## src/dmx_cfg.svh

```systemverilog
// Build-time settings of the DMX512 transmitter.
// Included by the RTL blocks that need rates, frame sizes or the CSR block address.

`ifndef DMX_CFG_SVH
`define DMX_CFG_SVH

// sys_clk rate in Hz, kept low so that simulation runs fast.
`define DMX_CLK_FREQ 2000000

// DMX512 line rate in bit/s.
`define DMX_BAUD 250000

// slots per frame and break length in bit times.
`define DMX_SLOTS 512
`define DMX_BREAK_BITS 26

// value of csr address bits 13:10 that selects this peripheral.
`define DMX_CSR_BLOCK 4'h2

`endif

```

## src/dmx_csr_pkg.sv

```systemverilog
// Types of the CSR bus as seen by the DMX512 transmitter.
// Referenced by scoped name from the top level and the CSR decoder.

package dmx_csr_pkg;

	// ========================================================================
	// bus request, driven by the bus master every cycle
	// ========================================================================

	// a:  word address, bits 13:10 pick the peripheral.
	// we: write strobe for the current cycle.
	// di: write data.
	typedef struct packed {
		logic [13:0] a;
		logic        we;
		logic [31:0] di;
	} csr_req_t;

	// ========================================================================
	// read data, valid one cycle after the address
	// ========================================================================

	typedef logic [31:0] csr_word_t;

endpackage

```

## src/dmx_line_pkg.sv

```systemverilog
// Types for the channel store and the DMX512 line side.
// Shared by the CSR decoder, the channel RAM and the frame generator.

package dmx_line_pkg;

	// channel index and channel level.
	typedef logic [8:0] chan_addr_t;
	typedef logic [7:0] chan_level_t;

	// write port of the channel RAM, CSR side.
	typedef struct packed {
		chan_addr_t  addr;
		chan_level_t level;
		logic        we;
	} chan_wr_t;

	// what the frame generator puts on the line next.
	// codes 0 to 7 pick one bit of the current slot level.
	typedef enum logic [3:0] {
		SEL_B0 = 4'd0, SEL_B1 = 4'd1, SEL_B2 = 4'd2, SEL_B3 = 4'd3,
		SEL_B4 = 4'd4, SEL_B5 = 4'd5, SEL_B6 = 4'd6, SEL_B7 = 4'd7,
		SEL_HI = 4'd8,
		SEL_LO = 4'd9
	} line_sel_t;

endpackage

```

## src/dmx_csr.sv

```systemverilog
// CSR decoder of the DMX512 transmitter.
// Maps the channel RAM at address bit 9 low and the control register at bit 9 high,
// and returns read data one cycle after the address.

`timescale 1ns/1ps

`include "dmx_cfg.svh"

module dmx_csr (
	input  logic                      sys_clk,
	input  logic                      sys_rst,
	input  dmx_csr_pkg::csr_req_t     csr,
	output dmx_csr_pkg::csr_word_t    csr_do,
	output dmx_line_pkg::chan_wr_t    chan_wr,
	output dmx_line_pkg::chan_addr_t  chan_rd_addr,
	input  dmx_line_pkg::chan_level_t chan_rd_level,
	output logic                      thru_en
);

	// read state of the previous cycle.
	typedef struct packed {
		logic chan;
		logic ctrl;
		logic thru;
	} rd_state_t;

	logic      blk_hit;
	rd_state_t rd_q;

	assign blk_hit = (csr.a[13:10] == 4'(`DMX_CSR_BLOCK));

	// channel space.
	assign chan_wr.addr  = csr.a[8:0];
	assign chan_wr.level = csr.di[7:0];
	assign chan_wr.we    = blk_hit & ~csr.a[9] & csr.we;
	assign chan_rd_addr  = csr.a[8:0];

	// control register, bit 0 is the thru enable.
	always_ff @(posedge sys_clk) begin
		if (sys_rst) begin
			thru_en <= 1'b0;
		end else if (blk_hit && csr.a[9] && csr.we) begin
			thru_en <= csr.di[0];
		end
	end

	// remember which space was addressed, the RAM delivers its level in step.
	always_ff @(posedge sys_clk) begin
		if (sys_rst) begin
			rd_q <= '0;
		end else begin
			rd_q.chan <= blk_hit & ~csr.a[9];
			rd_q.ctrl <= blk_hit & csr.a[9];
			rd_q.thru <= thru_en;
		end
	end

	always_comb begin
		if (rd_q.chan) begin
			csr_do = dmx_csr_pkg::csr_word_t'(chan_rd_level);
		end else if (rd_q.ctrl) begin
			csr_do = dmx_csr_pkg::csr_word_t'(rd_q.thru);
		end else begin
			csr_do = '0;
		end
	end

endmodule

```

## config.mk

```make
export PLATFORM = sky130hd
export DESIGN_NAME = dmx_csr
export DESIGN_NICKNAME = d
export VERILOG_FILES = /design/src/dmx_csr_pkg.sv /design/src/dmx_line_pkg.sv /design/src/dmx_csr.sv
export VERILOG_INCLUDE_DIRS = /design/src /design/src/src
export SDC_FILE = /design/constraint.sdc
export NUM_CORES = 1
export LEC_CHECK = 0
export ABC_AREA = 1
export BUFFER_PORTS_ARGS = -buffer_cell sky130_fd_sc_hd__buf_2
export CAP_MARGIN = 30
export CORE_MARGIN = 5
export CORE_UTILIZATION = 26
export DETAILED_ROUTE_END_ITERATION = 10
export PLACE_DENSITY = 0.77
export REMOVE_ABC_BUFFERS = 1
export SETUP_SLACK_MARGIN = 0.05
export SYNTH_ARGS = -nofsm -noshare
export SYNTH_HDL_FRONTEND = slang
export SYNTH_SLANG_ARGS = --single-unit
```

## constraint.sdc

```tcl
create_clock -name sys_clk -period 1 [get_ports sys_clk]
set_clock_uncertainty 0.15 [all_clocks]
set_input_delay 0.2 -clock sys_clk [delete_from_list [all_inputs] [get_ports sys_clk]]
set_output_delay 0.2 -clock sys_clk [all_outputs]
set_load 0.1 [all_outputs]
```

==> impl_metrics.csv, run 1 <==
group,metric,value,unit
clock_network,clkLatencyLatePin,0.24,ns
final_layout,drive_gt1_share,62.2,%
final_layout,area_delta_synth_final,37.2,%
route,drt_pass1_iterations,2,
grt,grt_overflow,0,
floorplan,std_cell_rows,18,
clock_network,cts_tree,"yes",
pwr,ir_drop,0.000519,V
synth,yosys-top-cells-area,"buf_4 (59%), dfxtp_1 (13%), inv_1 (10%)",
clock_network,cts_made_buffers,3,
setup_path,arrival,1.00,ns
clock_network,clock_sinks,4,
place,dp.final_hpwl,1630,µm
run,max_cap_violations,0,
setup_path,path_class,"flip-flop to output pin",
route,wirelength,1980,µm
route,ant_nets,0,
clock_network,root_buffer,"clkbuf_4",
floorplan,core,2410,µm²
synth,avgSynthCellArea,6.52,µm²
route,wl_per_cell,14.0,µm
timing,rsz0062_at_grt,"true",
setup_path,worstReg2RegStart,"thru_en$_SDFFE_PP0P_",
timing,maxSlewViolCount,0,
grt,grt_pass1_wl,2510,µm
route,drt-initial-drc-count,12,
timing,min_period,1.35,ns
grt,grt_start_max_net_pins,6,
setup_path,worstSetupStartpointType,"flip-flop",
min_path,hp-class,"input pin to flip-flop",
synth,synth_cell_types,11,
synth,synth_area,639,µm²
place,io_buffers,27,
min_path,min_path_cells,2,
synth,yosys.area.top_type,"buf_4",
floorplan,die_w,59.6,µm
min_path,min-delay-start,"sys_rst",
floorplan,die_h,59.6,µm
synth,synth_cells,98,
timing,hold_violations,0,
setup_path,r2r-end,"thru_en$_SDFFE_PP0P_",
timing,setup_viol,10,
grt,grtUsageTotal,10.4,%
pwr,p_per_area,1050,nW/µm²
timing,period_share,135,%
min_path,hold_end,"rd_q[2]$_SDFF_PP0_",
grt,grt_pass1_vias,474,
synth,ys_warn_count,0,
route,drc,0,
floorplan,die_area,3550,µm²
grt,antenna_found_initial,0,
setup_path,critical_path.max_stage_delay,0.36,ns
timing,fmax,740,MHz
route,via_per_inst,3.65,
status,status,"finished with violations",
setup_path,r2r_cells,4,
clock_network,clk_pin_slew,0.04,ns
final_layout,nets,170,
floorplan,ios,117,
pwr,finalPower,922,µW
synth,ys_ff_latch,4,
final_layout,diodes,0,
setup_path,worst-path-max-fanout,5,
clock_network,clk_path_buf_depth,2,
setup_path,cp_data_required_time,0.65,ns
pwr,leakage,0.000488,µW
synth,seq_area_frac_synth,12.5,%
route,vias,514,
setup_path,worst_setup_path_end_kind,"output pin",
setup_path,crit_path_top_delay_cell,"dfxtp_4",
clock_network,htreeDepth,1,
timing,setup_tns,-3.11,ns
setup_path,rrSetupSlack,0.21,ns
floorplan,initial_core_util,26.5,%
setup_path,cp_cell_sequence,"buf_6 > nand2_1 > inv_2 > buf_12",
synth,netlist.area_leader.share,58.7,%
status,failed_checks,"negative setup slack",
timing,setup_slack,-0.352,ns
place,gp_congestion,0.675,
==> flip-flops by register name (all words and copies together) (netlist names) <==
name and flops:
rd_q 3, thru_en 1
==> routing by layer <==
metal / global-route usage (%) / routed length [µm] / up-vias
met5: 9.52 / 32 / -
met4: 2.85 / 21 / 2
met3: 13.9 / 585 / 4
met2: 9.83 / 664 / 65
met1: 11.9 / 675 / 206
li1: - / - / 237
==> cell usage in the layout (no fill, tap or decap) <==
cell      synthesis  layout
buf_12            0      11
buf_2             1      12
buf_4            50      10
buf_6             0       4
buf_8             0       1
clkbuf_4          0       3
conb_1            1      24
dfxtp_2           0       3
dfxtp_4           0       1
inv_1            17       7
inv_2             0       9
inv_4             0       1
nand2_1          14       5
nand2_2           0       8
nand2_4           0       1
nand4_1           2       2
nor2_1            6       4
nor2_2            1       1
nor2_4            0       2
nor4_2            1       1
o21ai_2           0       1
==> cell families after synthesis <==
logic type | synth area share, %
flops | 12.5
other cells | 0.587
simple gates | 16.6
compound gates | 0.782
buf+inv | 69.5
==> cells in the mapped netlist <==
library cell,number
nor2_1,6
nor2_2,1
buf_4,50
dfxtp_1,4
inv_1,17
nor4_2,1
o21ai_0,1
nand2_1,14
buf_2,1
nand4_1,2
conb_1,1
==> per-stage QoR <==
step	cell area [µm²]	utilization, %	hold slack, ns	cells	worst slack [ns]
finish	877	36.4	0.0191	141	-0.352
global route	877	36.4	0.0322	141	-0.402
CTS	840	34.8	0.0116	144	-0.361
detailed placement	751	31.2	0.252	136	-0.346
global placement	751	31.2	0.252	136	-0.345
floorplan	345	-	0.122	70	-1.84
==> worst max-delay path by stage <==
stage                  startpoint    endpoint  slack [ns]
2_1_floorplan  rd_q[2]$_SDFF_PP0_   csr_do[0]       -1.84
3_3_place_gp              csr[43]  chan_wr[0]       -0.35
3_5_place_dp              csr[43]  chan_wr[0]       -0.35
4_1_cts        rd_q[2]$_SDFF_PP0_   csr_do[0]       -0.36
5_1_grt        rd_q[2]$_SDFF_PP0_   csr_do[6]       -0.40
6_report       rd_q[2]$_SDFF_PP0_   csr_do[2]       -0.35
==> where the power goes <==
part	internal, µW	switching, µW	leakage, µW
Clock	135	70.1	0.0000138
Sequential	160	1.48	0.0000346
Combinational	78.2	478	0.000440
==> layout make-up <==
class | instances | area, µm²
fillers | 247 | 1530
well taps | 30 | 37.5
flip-flops and latches | 4 | 87.6
inverters | 17 | 66.3
multi-input cells | 49 | 248
clock buffers | 3 | 22.5
repair buffers | 38 | 415
==> repair_timing <==
action,CTS,global route
gates resized for setup,20,19
hold buffers,0,0
pin swaps,4,9
setup buffers,5,1
endpoints found under the hold margin,0,0
setup endpoints to repair,10,11
==> worst max-delay path, delay by kind of cell (launching register included) <==
| kind | cells | cell delay [ns] |
|---|---|---|
| AND/OR/NAND/NOR | 1 | 0.06 |
| flip-flops | 1 | 0.36 |
| buffers and inverters | 3 | 0.34 |
Note: power is estimated with default switching activity, not from simulation.
==> run 2: changes to the inputs <==
Settings changed: CTS_CLUSTER_SIZE from default to 24, REMOVE_ABC_BUFFERS 1 to default.
==> run 2 against run 1 <==
Compared with the run above:
- non-clock buffer count decreased by 1
- count of clock-buffer cells in the layout up 1
- worst hold slack gained 0.010 ns
- global-route usage is 3.4 points lower
- critical path depth stayed put
- register-to-register slack got worse by 0.11 ns
- combinational power up 3%
- the run still ends with negative setup slack left
- die area stayed put
==> impl_metrics.csv, run 2 (synthesized netlist as in run 1, its figures left out) <==
group,metric,value,unit
status,status,"finished with violations",
status,failed_checks,"negative setup slack",
final_layout,largest_register_ff_count,3,
timing,setup_viol,10,
clock_network,clk_path_buf_depth,2,
place,gp_congestion,0.726,
setup_path,crit_path_top_delay_cell,"dfxtp_2",
clock_network,cts_made_buffers,3,
setup_path,critical_path.max_stage_delay,0.32,ns
place,dp.final_hpwl,1160,µm
timing,period_share,137,%
grt,grtUsageTotal,6.97,%
clock_network,clock_sinks,4,
floorplan,initial_core_util,26.5,%
route,vias,500,
final_layout,final_cell_mix,"conb_1 (24), buf_2 (13), buf_12 (13), buf_4 (9)",
setup_path,cp_data_required_time,0.65,ns
pwr,finalPower,959,µW
route,ant_nets,0,
timing,setup_slack,-0.374,ns
final_layout,nFillCells,239,
setup_path,worst-path-max-fanout,9,
min_path,hp-class,"input pin to flip-flop",
final_layout,fin_util,39.3,%
route,drt-initial-drc-count,3,
clock_network,cts_tree,"yes",
final_layout,area_delta_synth_final,48.1,%
clock_network,clk_pin_slew,0.04,ns
route,via_per_inst,3.55,
pwr,leakage,0.000457,µW
grt,antenna_found_initial,0,
timing,rsz0062_at_grt,"true",
timing,hold_violations,0,
floorplan,die_area,3550,µm²
route,wl_per_cell,9.92,µm
floorplan,core,2410,µm²
place,postPlaceCellArea,827,µm²
final_layout,drive_gt1_share,61.3,%
floorplan,die_h,59.6,µm
pwr,ir_drop,0.000609,V
setup_path,worst_setup_path_end_kind,"output pin",
route,drc,0,
place,io_buffers,27,
grt,grt_overflow,0,
route,drt_pass1_iterations,2,
pwr,p_per_area,1010,nW/µm²
timing,maxSlewViolCount,0,
final_layout,nets,169,
route,wirelength,1400,µm
grt,grt_pass1_wl,1840,µm
grt,grt_pass1_vias,454,
final_layout,reg_top3,"rd_q (3), thru_en (1)",
floorplan,ios,117,
final_layout,final_common_cell,"conb_1",
setup_path,arrival,1.02,ns
floorplan,die_w,59.6,µm
setup_path,path_class,"flip-flop to output pin",
setup_path,cp_cell_sequence,"buf_12 > nand2_2 > clkinvlp_4 > buf_12",
setup_path,cp_common_cell,"buf_12",
clock_network,cts_hold_buf,0,
run,max_cap_violations,0,
timing,holdWs,0.0292,ns
clock_network,root_buffer,"clkbuf_4",
timing,fmax,728,MHz
grt,grt_start_max_net_pins,10,
clock_network,htreeDepth,1,
floorplan,std_cell_rows,18,
setup_path,worstSetupStartpointType,"flip-flop",
final_layout,regMostFlops,"rd_q",
clock_network,clkLatencyLatePin,0.24,ns
final_layout,diodes,0,
timing,min_period,1.37,ns
final_layout,final_area,947,µm²
[run 2: final timing paths]
path                                           start                    to  slack (ns)  cells after the start
worst min register to register  thru_en$_SDFFE_PP0P_    rd_q[0]$_SDFF_PP0_        0.45                      3
worst min-delay path                         sys_rst    rd_q[2]$_SDFF_PP0_        0.03                      2
worst max-delay path              rd_q[2]$_SDFF_PP0_             csr_do[3]       -0.37                      4
worst max register to register  thru_en$_SDFFE_PP0P_  thru_en$_SDFFE_PP0P_        0.10                      5
[run 2: layout make-up]
cell class	count	area, µm²	share of cell area (%)
Inverter	17	110	11.6
Timing Repair Buffer	37	415	43.9
Tap cell	30	37.5	3.96
Multi-Input combinational cell	49	273	28.8
Sequential cell	4	85.1	8.98
Clock buffer	4	26.3	2.77
[run 2: stage by stage]
stage               setup slack [ns]  instances  TNS, ns
global route                  -0.411        141    -3.63
global placement              -0.287        133    -1.56
finish                        -0.374        141    -3.30
CTS                           -0.388        139    -3.40
floorplan                     -0.302        121    -2.48
detailed placement            -0.315        133    -1.68
[run 2: where the power goes]
part	total (µW)	switching (µW)	internal [µW]	leakage, µW
combinational	575	489	85.4	0.000409
clock	224	73.8	150	0.0000150
sequential	161	1.04	160	0.0000336
total	959	564	395	0.000457
[run 2: what timing repair did]
item	CTS	global route
buffers inserted	2	2
pin swaps	4	4
resized for setup	18	3
endpoints found under the setup margin	10	11
hold endpoints to repair	0	0
[run 2: critical path, delay by kind of cell (launching register included)]
| kind | cells | cell delay [ns] |
|---|---|---|
| simple gates | 1 | 0.07 |
| flops | 1 | 0.32 |
| buf+inv | 3 | 0.39 |
[run 2: layer usage]
metal | wire [µm] | up-vias | track usage, %
met3 | 256 | 12 | 5.23
met2 | 793 | 34 | 13.3
met5 | 0 | - | 0
li1 | - | 236 | -
met4 | 47 | 0 | 4.43
met1 | 301 | 218 | 4.39
